<file path="src/rtl/id_queue_cfg_pkg.sv">
// ~~~~~~~~~~~~~~~~~~~~~~~~~~~~~~~~~~~~~~~~~~~~~~~~~~~~~~~~~~~~
// Size constants of the ID queue
// Widths of IDs, payloads and table indices
// Element and head-tail table capacities
// ~~~~~~~~~~~~~~~~~~~~~~~~~~~~~~~~~~~~~~~~~~~~~~~~~~~~~~~~~~~~

package id_queue_cfg_pkg;

    // Each element carries an ID of this many bits
    localparam int IdWidth = 2;

    // Number of element cells in the linked data table
    localparam int Capacity = 8;

    // Every ID value can own at most one chain
    localparam int NumIds = 2 ** IdWidth;

    // A chain needs at least one cell, so more chains than cells is pointless
    localparam int HtCapacity = (NumIds <= Capacity) ? NumIds : Capacity;

    localparam int LdIdxWidth = $clog2(Capacity);
    localparam int HtIdxWidth = $clog2(HtCapacity);

    // Width of one stored payload word
    localparam int DataWidth = 16;

endpackage
</file>
<file path="src/rtl/id_queue_types_pkg.sv">
// ~~~~~~~~~~~~~~~~~~~~~~~~~~~~~~~~~~~~~~~~~~~~~~~~~~~~~~~~~~~~
// Data types of the ID queue
// ID, payload and index types
// Head-tail table entry and linked data cell structures
// ~~~~~~~~~~~~~~~~~~~~~~~~~~~~~~~~~~~~~~~~~~~~~~~~~~~~~~~~~~~~

package id_queue_types_pkg;

    // Element ID as seen on the input and output ports
    typedef logic [id_queue_cfg_pkg::IdWidth-1:0] id_t;

    // Payload stored with every element
    typedef logic [id_queue_cfg_pkg::DataWidth-1:0] data_t;

    // Index into the linked data table
    typedef logic [id_queue_cfg_pkg::LdIdxWidth-1:0] ld_idx_t;

    // Index into the head-tail table
    typedef logic [id_queue_cfg_pkg::HtIdxWidth-1:0] ht_idx_t;

    // One chain descriptor
    // Head points at the oldest cell of the ID and tail at the youngest one
    typedef struct packed {
        id_t     id;
        ld_idx_t head;
        ld_idx_t tail;
        logic    free;
    } head_tail_t;

    // One element cell
    // The next field is only meaningful when the cell is not the tail of its chain
    typedef struct packed {
        data_t   data;
        ld_idx_t next;
        logic    free;
    } linked_data_t;

endpackage

</file>
<file path="src/rtl/id_queue_top.sv">
// ~~~~~~~~~~~~~~~~~~~~~~~~~~~~~~~~~~~~~~~~~~~~~~~~~~~~~~~~~~~~
// Top level of the ID queue
// Push and pop controllers around the head-tail and data tables
// Input, output and exists ports plus full and empty status
// ~~~~~~~~~~~~~~~~~~~~~~~~~~~~~~~~~~~~~~~~~~~~~~~~~~~~~~~~~~~~

`timescale 1ns/1ps

module id_queue_top (
    input  logic                      clk_i,
    input  logic                      rst_ni,
    input  logic                      inp_req_i,
    input  id_queue_types_pkg::id_t   inp_id_i,
    input  id_queue_types_pkg::data_t inp_data_i,
    output logic                      inp_gnt_o,
    input  logic                      oup_req_i,
    input  id_queue_types_pkg::id_t   oup_id_i,
    input  logic                      oup_pop_i,
    output logic                      oup_gnt_o,
    output logic                      oup_data_valid_o,
    output id_queue_types_pkg::data_t oup_data_o,
    input  logic                      exists_req_i,
    input  id_queue_types_pkg::data_t exists_data_i,
    input  id_queue_types_pkg::data_t exists_mask_i,
    output logic                      exists_gnt_o,
    output logic                      exists_o,
    output logic                      full_o,
    output logic                      empty_o
);

    import id_queue_types_pkg::*;

    // Lookup results and table read data
    logic    push;
    logic    id_hit;
    ld_idx_t hit_head;
    ld_idx_t hit_tail;
    ld_idx_t ld_free_idx;
    data_t   head_data;
    ld_idx_t head_next;

    // Update strobes applied by the tables at the next edge
    logic ht_alloc;
    logic ht_append;
    logic ld_write;
    logic ht_release;
    logic ht_advance;
    logic ld_release;

    id_queue_push u_push (
        .inp_req_i   (inp_req_i),
        .full_i      (full_o),
        .id_hit_i    (id_hit),
        .inp_gnt_o   (inp_gnt_o),
        .push_o      (push),
        .ht_alloc_o  (ht_alloc),
        .ht_append_o (ht_append),
        .ld_write_o  (ld_write)
    );

    head_tail_store u_head_tail (
        .clk_i         (clk_i),
        .rst_ni        (rst_ni),
        .push_i        (push),
        .inp_id_i      (inp_id_i),
        .oup_id_i      (oup_id_i),
        .ld_free_idx_i (ld_free_idx),
        .head_next_i   (head_next),
        .ht_alloc_i    (ht_alloc),
        .ht_append_i   (ht_append),
        .ht_release_i  (ht_release),
        .ht_advance_i  (ht_advance),
        .id_hit_o      (id_hit),
        .hit_head_o    (hit_head),
        .hit_tail_o    (hit_tail)
    );

    linked_data_store u_linked_data (
        .clk_i         (clk_i),
        .rst_ni        (rst_ni),
        .inp_data_i    (inp_data_i),
        .hit_head_i    (hit_head),
        .hit_tail_i    (hit_tail),
        .ld_write_i    (ld_write),
        .ht_append_i   (ht_append),
        .ld_release_i  (ld_release),
        .exists_data_i (exists_data_i),
        .exists_mask_i (exists_mask_i),
        .exists_req_i  (exists_req_i),
        .full_o        (full_o),
        .empty_o       (empty_o),
        .ld_free_idx_o (ld_free_idx),
        .head_data_o   (head_data),
        .head_next_o   (head_next),
        .exists_o      (exists_o),
        .exists_gnt_o  (exists_gnt_o)
    );

    id_queue_pop u_pop (
        .oup_req_i        (oup_req_i),
        .oup_pop_i        (oup_pop_i),
        .push_i           (push),
        .id_hit_i         (id_hit),
        .hit_head_i       (hit_head),
        .hit_tail_i       (hit_tail),
        .head_data_i      (head_data),
        .oup_gnt_o        (oup_gnt_o),
        .oup_data_valid_o (oup_data_valid_o),
        .oup_data_o       (oup_data_o),
        .ht_release_o     (ht_release),
        .ht_advance_o     (ht_advance),
        .ld_release_o     (ld_release)
    );

endmodule

</file>
<file path="src/rtl/id_queue_pop.sv">
// ~~~~~~~~~~~~~~~~~~~~~~~~~~~~~~~~~~~~~~~~~~~~~~~~~~~~~~~~~~~~
// Pop controller of the ID queue
// Output grant, peek data of the oldest element per ID
// Cell release and head-tail release or advance on a pop
// ~~~~~~~~~~~~~~~~~~~~~~~~~~~~~~~~~~~~~~~~~~~~~~~~~~~~~~~~~~~~

`timescale 1ns/1ps

module id_queue_pop (
    input  logic                        oup_req_i,
    input  logic                        oup_pop_i,
    input  logic                        push_i,
    input  logic                        id_hit_i,
    input  id_queue_types_pkg::ld_idx_t hit_head_i,
    input  id_queue_types_pkg::ld_idx_t hit_tail_i,
    input  id_queue_types_pkg::data_t   head_data_i,
    output logic                        oup_gnt_o,
    output logic                        oup_data_valid_o,
    output id_queue_types_pkg::data_t   oup_data_o,
    output logic                        ht_release_o,
    output logic                        ht_advance_o,
    output logic                        ld_release_o
);

    logic pop_taken;
    logic last_elem;

    // A push in the same cycle owns the matcher, so the output must wait
    assign oup_gnt_o = oup_req_i && !push_i;

    // A granted access to an ID without elements still completes but carries no data
    assign oup_data_valid_o = oup_gnt_o && id_hit_i;
    assign oup_data_o       = oup_data_valid_o ? head_data_i : '0;

    // Only a destructive access on a valid element changes state
    assign pop_taken = oup_data_valid_o && oup_pop_i;

    // Head equal to tail means the chain holds a single element
    assign last_elem = (hit_head_i == hit_tail_i);

    // The head cell always goes back to the free pool
    assign ld_release_o = pop_taken;

    // The entry either disappears with its last element or moves its head along the link
    assign ht_release_o = pop_taken && last_elem;
    assign ht_advance_o = pop_taken && !last_elem;

endmodule

</file>
<file path="src/rtl/id_queue_push.sv">
// ~~~~~~~~~~~~~~~~~~~~~~~~~~~~~~~~~~~~~~~~~~~~~~~~~~~~~~~~~~~~
// Push controller of the ID queue
// Input grant from the full flag
// Choice between a new chain and an append to an existing one
// ~~~~~~~~~~~~~~~~~~~~~~~~~~~~~~~~~~~~~~~~~~~~~~~~~~~~~~~~~~~~

`timescale 1ns/1ps

module id_queue_push (
    input  logic inp_req_i,
    input  logic full_i,
    input  logic id_hit_i,
    output logic inp_gnt_o,
    output logic push_o,
    output logic ht_alloc_o,
    output logic ht_append_o,
    output logic ld_write_o
);

    // The input side is granted whenever a cell is free
    // There is no dependence on the output side since the push has priority
    assign inp_gnt_o = !full_i;

    // A push is a completed handshake on the input port
    assign push_o = inp_req_i && inp_gnt_o;

    // During a push the shared matcher looks at the input ID, so the hit
    // tells whether that ID already owns a chain
    always_comb begin
        ht_alloc_o  = 1'b0;
        ht_append_o = 1'b0;
        if (push_o) begin
            if (id_hit_i) begin
                // Link behind the current tail of the chain
                ht_append_o = 1'b1;
            end else begin
                // First element of this ID opens a new head-tail entry
                ht_alloc_o = 1'b1;
            end
        end
    end

    // Every push fills exactly one cell no matter which chain it joins
    assign ld_write_o = push_o;

endmodule

</file>
<file path="src/rtl/linked_data_store.sv">
// ~~~~~~~~~~~~~~~~~~~~~~~~~~~~~~~~~~~~~~~~~~~~~~~~~~~~~~~~~~~~
// Linked data table of the ID queue
// Element cells with payload, next link and free flag
// Free-cell search, full and empty status
// Masked exists search over all occupied cells
// ~~~~~~~~~~~~~~~~~~~~~~~~~~~~~~~~~~~~~~~~~~~~~~~~~~~~~~~~~~~~

`timescale 1ns/1ps

module linked_data_store (
    input  logic                        clk_i,
    input  logic                        rst_ni,
    input  id_queue_types_pkg::data_t   inp_data_i,
    input  id_queue_types_pkg::ld_idx_t hit_head_i,
    input  id_queue_types_pkg::ld_idx_t hit_tail_i,
    input  logic                        ld_write_i,
    input  logic                        ht_append_i,
    input  logic                        ld_release_i,
    input  id_queue_types_pkg::data_t   exists_data_i,
    input  id_queue_types_pkg::data_t   exists_mask_i,
    input  logic                        exists_req_i,
    output logic                        full_o,
    output logic                        empty_o,
    output id_queue_types_pkg::ld_idx_t ld_free_idx_o,
    output id_queue_types_pkg::data_t   head_data_o,
    output id_queue_types_pkg::ld_idx_t head_next_o,
    output logic                        exists_o,
    output logic                        exists_gnt_o
);

    import id_queue_cfg_pkg::*;
    import id_queue_types_pkg::*;

    linked_data_t ld_q [Capacity];

    logic [Capacity-1:0] ld_free;
    logic [Capacity-1:0] exists_match;
    logic                ld_any_free;

    // Gather the free flags and compare every occupied cell against the masked query
    always_comb begin
        for (int i = 0; i < Capacity; i++) begin
            ld_free[i]      = ld_q[i].free;
            exists_match[i] = !ld_q[i].free &&
                              ((ld_q[i].data & exists_mask_i) == (exists_data_i & exists_mask_i));
        end
    end

    first_free_index #(
        .WIDTH (Capacity)
    ) u_ld_free (
        .free_i (ld_free),
        .idx_o  (ld_free_idx_o),
        .any_o  (ld_any_free)
    );

    // Full means no cell is left to take a push
    assign full_o  = !ld_any_free;
    assign empty_o = &ld_free;

    // The head cell of the looked-up chain feeds the output and the head advance
    assign head_data_o = ld_q[hit_head_i].data;
    assign head_next_o = ld_q[hit_head_i].next;

    // The exists port is always ready
    assign exists_gnt_o = exists_req_i;
    assign exists_o     = exists_req_i && (|exists_match);

    // Reset returns every cell to the free pool
    always_ff @(posedge clk_i or negedge rst_ni) begin
        if (!rst_ni) begin
            for (int i = 0; i < Capacity; i++) begin
                ld_q[i].free <= 1'b1;
            end
        end else begin
            if (ld_write_i) begin
                ld_q[ld_free_idx_o] <= '{data: inp_data_i, next: '0, free: 1'b0};
            end
            // The old tail now points at the new cell
            if (ht_append_i) begin
                ld_q[hit_tail_i].next <= ld_free_idx_o;
            end
            if (ld_release_i) begin
                ld_q[hit_head_i].free <= 1'b1;
            end
        end
    end

endmodule

</file>
<file path="src/rtl/head_tail_store.sv">
// ~~~~~~~~~~~~~~~~~~~~~~~~~~~~~~~~~~~~~~~~~~~~~~~~~~~~~~~~~~~~
// Head-tail table of the ID queue
// One entry per live ID with the head and tail cell of its chain
// Single ID lookup, free-entry search and entry updates
// ~~~~~~~~~~~~~~~~~~~~~~~~~~~~~~~~~~~~~~~~~~~~~~~~~~~~~~~~~~~~

`timescale 1ns/1ps

module head_tail_store (
    input  logic                        clk_i,
    input  logic                        rst_ni,
    input  logic                        push_i,
    input  id_queue_types_pkg::id_t     inp_id_i,
    input  id_queue_types_pkg::id_t     oup_id_i,
    input  id_queue_types_pkg::ld_idx_t ld_free_idx_i,
    input  id_queue_types_pkg::ld_idx_t head_next_i,
    input  logic                        ht_alloc_i,
    input  logic                        ht_append_i,
    input  logic                        ht_release_i,
    input  logic                        ht_advance_i,
    output logic                        id_hit_o,
    output id_queue_types_pkg::ld_idx_t hit_head_o,
    output id_queue_types_pkg::ld_idx_t hit_tail_o
);

    import id_queue_cfg_pkg::*;
    import id_queue_types_pkg::*;

    head_tail_t ht_q [HtCapacity];

    id_t                   lookup_id;
    logic [HtCapacity-1:0] id_match;
    logic [HtCapacity-1:0] ht_free;
    ht_idx_t               hit_idx;
    ht_idx_t               ht_free_idx;
    logic                  ht_any_free;

    // There is only one matcher, and a push takes it away from the output side
    assign lookup_id = push_i ? inp_id_i : oup_id_i;

    // An entry matches only while it is occupied
    always_comb begin
        for (int i = 0; i < HtCapacity; i++) begin
            id_match[i] = !ht_q[i].free && (ht_q[i].id == lookup_id);
            ht_free[i]  = ht_q[i].free;
        end
    end

    // At most one entry holds a given ID, so OR-ing the indices gives the binary hit index
    always_comb begin
        hit_idx = '0;
        for (int i = 0; i < HtCapacity; i++) begin
            if (id_match[i]) begin
                hit_idx = hit_idx | ht_idx_t'(i);
            end
        end
    end

    first_free_index #(
        .WIDTH (HtCapacity)
    ) u_ht_free (
        .free_i (ht_free),
        .idx_o  (ht_free_idx),
        .any_o  (ht_any_free)
    );

    assign id_hit_o   = |id_match;
    assign hit_head_o = ht_q[hit_idx].head;
    assign hit_tail_o = ht_q[hit_idx].tail;

    // Push strobes and pop strobes never arrive in the same cycle
    always_ff @(posedge clk_i or negedge rst_ni) begin
        if (!rst_ni) begin
            for (int i = 0; i < HtCapacity; i++) begin
                ht_q[i] <= '{free: 1'b1, default: '0};
            end
        end else begin
            // A new chain starts with a single cell that is both head and tail
            if (ht_alloc_i && ht_any_free) begin
                ht_q[ht_free_idx] <= '{
                    id:   inp_id_i,
                    head: ld_free_idx_i,
                    tail: ld_free_idx_i,
                    free: 1'b0
                };
            end
            // The freshly written cell becomes the new tail of the chain
            if (ht_append_i) begin
                ht_q[hit_idx].tail <= ld_free_idx_i;
            end
            // Popping the only cell of a chain retires the whole entry
            if (ht_release_i) begin
                ht_q[hit_idx] <= '{free: 1'b1, default: '0};
            end
            // Otherwise the head follows the link of the popped cell
            if (ht_advance_i) begin
                ht_q[hit_idx].head <= head_next_i;
            end
        end
    end

endmodule

</file>
<file path="src/rtl/first_free_index.sv">
// ~~~~~~~~~~~~~~~~~~~~~~~~~~~~~~~~~~~~~~~~~~~~~~~~~~~~~~~~~~~~
// Priority encoder for free-slot search
// Returns the lowest set bit of a vector and an any-set flag
// ~~~~~~~~~~~~~~~~~~~~~~~~~~~~~~~~~~~~~~~~~~~~~~~~~~~~~~~~~~~~

`timescale 1ns/1ps

module first_free_index #(
    parameter int WIDTH = 8
) (
    input  logic [WIDTH-1:0]         free_i,
    output logic [$clog2(WIDTH)-1:0] idx_o,
    output logic                     any_o
);

    localparam int IdxWidth = $clog2(WIDTH);

    // Walk from the top down so that the lowest set bit is the last one written
    always_comb begin
        idx_o = '0;
        for (int i = WIDTH - 1; i >= 0; i--) begin
            if (free_i[i]) begin
                idx_o = IdxWidth'(i);
            end
        end
    end

    // When nothing is set the index is zero and must be ignored
    assign any_o = |free_i;

endmodule

</file>
<file path="config.mk">
export PLATFORM = sky130hd
export DESIGN_NAME = id_queue_top
export DESIGN_NICKNAME = d
export VERILOG_FILES = /design/src/rtl/id_queue_cfg_pkg.sv /design/src/rtl/id_queue_types_pkg.sv /design/src/rtl/id_queue_top.sv /design/src/rtl/id_queue_pop.sv /design/src/rtl/id_queue_push.sv /design/src/rtl/linked_data_store.sv /design/src/rtl/head_tail_store.sv /design/src/rtl/first_free_index.sv
export SDC_FILE = /design/constraint.sdc
export NUM_CORES = 1
export LEC_CHECK = 0
export BUFFER_PORTS_ARGS = -buffer_cell sky130_fd_sc_hd__buf_2
export CAP_MARGIN = 40
export CORE_ASPECT_RATIO = 0.8
export CORE_UTILIZATION = 45
export CTS_CLUSTER_DIAMETER = 200
export CTS_CLUSTER_SIZE = 14
export DETAILED_ROUTE_END_ITERATION = 7
export PLACE_DENSITY = 0.7
export SYNTH_ARGS = -nofsm -noshare
export SYNTH_HDL_FRONTEND = slang
export SYNTH_SLANG_ARGS = --single-unit
</file>
<file path="constraint.sdc">
create_clock -name clk_i -period 11.9 [get_ports clk_i]
set_input_delay 1.19 -clock clk_i [delete_from_list [all_inputs] [get_ports clk_i]]
set_output_delay 1.19 -clock clk_i [all_outputs]
set_load 0.01 [all_outputs]
</file>
==> impl_metrics.json <==
{
  "start_kind": "flip-flop",
  "place_ws_ns": 5.54,
  "clockRootBuffer": "clkbuf_16",
  "synth_edf_count": 152,
  "nets": 1148,
  "fmax_ghz": 0.153,
  "p_per_area_mw_per_mm2": 301,
  "p_leak_nw": 4.99,
  "rsz0062_at_grt": "no",
  "violations": "design-rule violations",
  "worstSkewPairLatency_ns": 0.45,
  "hold_path_class": "reg2reg",
  "period_needed_ns": 6.52,
  "async_flop_share": 0.224,
  "clockBufferDepth": 2,
  "die_w_um": 180,
  "max_cap_violations": 0,
  "mostFrequentLayoutCells": "152 x edfxtp_1, 128 x nand2_1, 124 x xor2_1, 102 x mux2i_1, 81 x buf_2",
  "cts-buffers-inserted": 17,
  "htree_levels": 4,
  "syn_inst": 1052,
  "netlist-cell-type-count": 78,
  "ys_warn_count": 0,
  "yosysTopAreaCell": "edfxtp_1",
  "synth_nets": 1110,
  "start_util": 0.463,
  "fin_crit_sh": 0.548,
  "peakVddDrop_mv": 0.283,
  "dr.first_iter.drc_count": 1208,
  "status": "finished with violations",
  "hold_violations": 0,
  "clkSinkCount": 196,
  "post-cts-setup-buffers": 0,
  "cts_resized": 0,
  "drv_slew": 0,
  "nFillCells": 2173,
  "ys.flop_type": "edfxtp_1",
  "cts_tree": "built",
  "setup_tns_ns": 0,
  "hold_ws_ns": 0.533,
  "cp_max_fo": 38,
  "setup_slack_ns": 5.38,
  "antenna_left": 0,
  "endpoint_kind": "output port",
  "grt_use_total": 0.280,
  "grt_pass1_vias": 8376,
  "die_area_mm2": 0.0259,
  "drt_first_pass_iters": 8,
  "required_ns": 10.71,
  "wl_per_cell_um": 25.1,
  "finalClockSkew_ns": 0.0157,
  "vias_per_cell": 6.29,
  "hold_buffers": 0,
  "drive_gt1_frac": 0.167,
  "gp_congestion": 0.973,
  "stdcell_area_mm2": 0.0126,
  "synthesis.area_mm2": 0.0114,
  "synth_top_area_frac": 0.401,
  "grt_antenna_before_repair": 1,
  "grt_start_max_net_pins": 44,
  "final-setup-viol-count": 0,
  "die_h_um": 144,
  "area_delta_synth_final_pct": 11.0,
  "n_antenna_cell": 0,
  "seq_area_frac_synth": 0.499,
  "ys_top_cells_by_area": "edfxtp_1 40%, xor2_1 9.5%, mux2i_1 9.0%",
  "dp_hpwl_um": 24900,
  "grt_pass1_wl_um": 53300,
  "io_buffers": 80,
  "tightest_slew_ns": 0.969,
  "drc": 3,
  "rows": 51,
  "relSlewSlack": 0.350,
  "clk_pin_slew_ns": 0.07,
  "avgSynthCellArea_um2": 10.8,
  "dpl_cell_area_mm2": 0.0120,
  "drt_wl_total_um": 35700,
  "path_class": "reg2out",
  "core_region_area_mm2": 0.0246,
  "overflow": 0,
  "io_pins": 81,
  "num_vias": 8939,
  "cp.arrival_ns": 5.33,
  "final_common_cell": "edfxtp_1",
  "ys_seq_elements": 196
}
[cell usage after synthesis (7+ instances only)]
master	count
nand4_1	13
o21ai_0	18
a211oi_1	15
buf_2	11
inv_1	13
nor2_1	66
xor2_1	124
edfxtp_1	152
nor3_1	7
a22o_1	11
nand3b_1	7
mux2i_1	102
dfstp_2	12
a22oi_1	41
buf_1	8
dfrtp_1	32
clkbuf_1	53
nand3_1	54
nand2_1	128
a222oi_1	8
a21oi_1	55
[power breakdown]
| part | leakage [nW] | switching [mW] | total, mW | internal [mW] |
|---|---|---|---|---|
| registers | 1.91 | 0.119 | 1.02 | 0.905 |
| clock network | 0.286 | 0.294 | 0.577 | 0.282 |
| logic | 2.78 | 1.46 | 2.20 | 0.741 |
[through the flow]
stage | utilization | power [mW] | std cells
final | 0.514 | 3.80 | 1421
after detailed placement | 0.490 | 3.18 | 1389
after global routing | 0.514 | 4.00 | 1421
after CTS | 0.514 | 3.76 | 1421
after floorplan | - | 2.56 | 1052
after global placement | 0.487 | 3.12 | 1384
[critical path, cell delays in order (launching register included)]
cell and delay, ns:
dfstp_2 0.44, or4_1 0.79, o21ai_4 0.45, a211oi_1 0.16, o21ai_1 0.77, o21a_1 0.26, a22o_4 0.54, buf_4 0.67
mux2i_1 0.19, nand2_1 0.10, nand3_1 0.11, a21oi_1 0.20, buf_2 0.16
[routing by layer]
layer,part of all wire,vias up,track usage
met3,0.13,39,0.0808
met1,0.45,4343,0.424
met4,0.017,0,0.0717
met5,0,-,0
met2,0.41,593,0.385
li1,-,3964,-
[layout make-up]
cell class | instances | area (um2) | share of cell area
Clock inverter | 14 | 160 | 0.0127
Inverter | 13 | 48.8 | 0.00386
Sequential cell | 196 | 5680 | 0.450
Multi-Input combinational cell | 764 | 5350 | 0.423
Tap cell | 318 | 398 | 0.0315
Timing Repair Buffer | 98 | 568 | 0.0450
Clock buffer | 18 | 429 | 0.0340
[final timing paths]
kind | from | slack [ns] | end | depth (start not counted)
setup / recovery | u_linked_data.ld_free[1] | 5.38 | oup_data_o[1] | 12
hold / removal | u_head_tail.ht_q[12] | 0.53 | u_head_tail.ht_q[12] | 2
setup reg to reg | u_linked_data.ld_free[1] | 6.50 | u_head_tail.ht_q[33] | 11
hold reg to reg | u_head_tail.ht_q[12] | 0.53 | u_head_tail.ht_q[12] | 2
max in group asynchronous | rst_ni | 10.10 | u_head_tail.ht_q[11] | 2
min in group asynchronous | rst_ni | 0.76 | u_head_tail.ht_q[15] | 1
[cells by family after synthesis]
group	Yosys count	share of synthesized area
AO/OA/AOI/OAI	217	0.138
XOR/XNOR	127	0.0984
buffers and inverters	92	0.0342
flip-flops	196	0.499
multiplexers	107	0.0966
AND/OR/NAND/NOR	313	0.133
(Power assumes the default switching activity.)
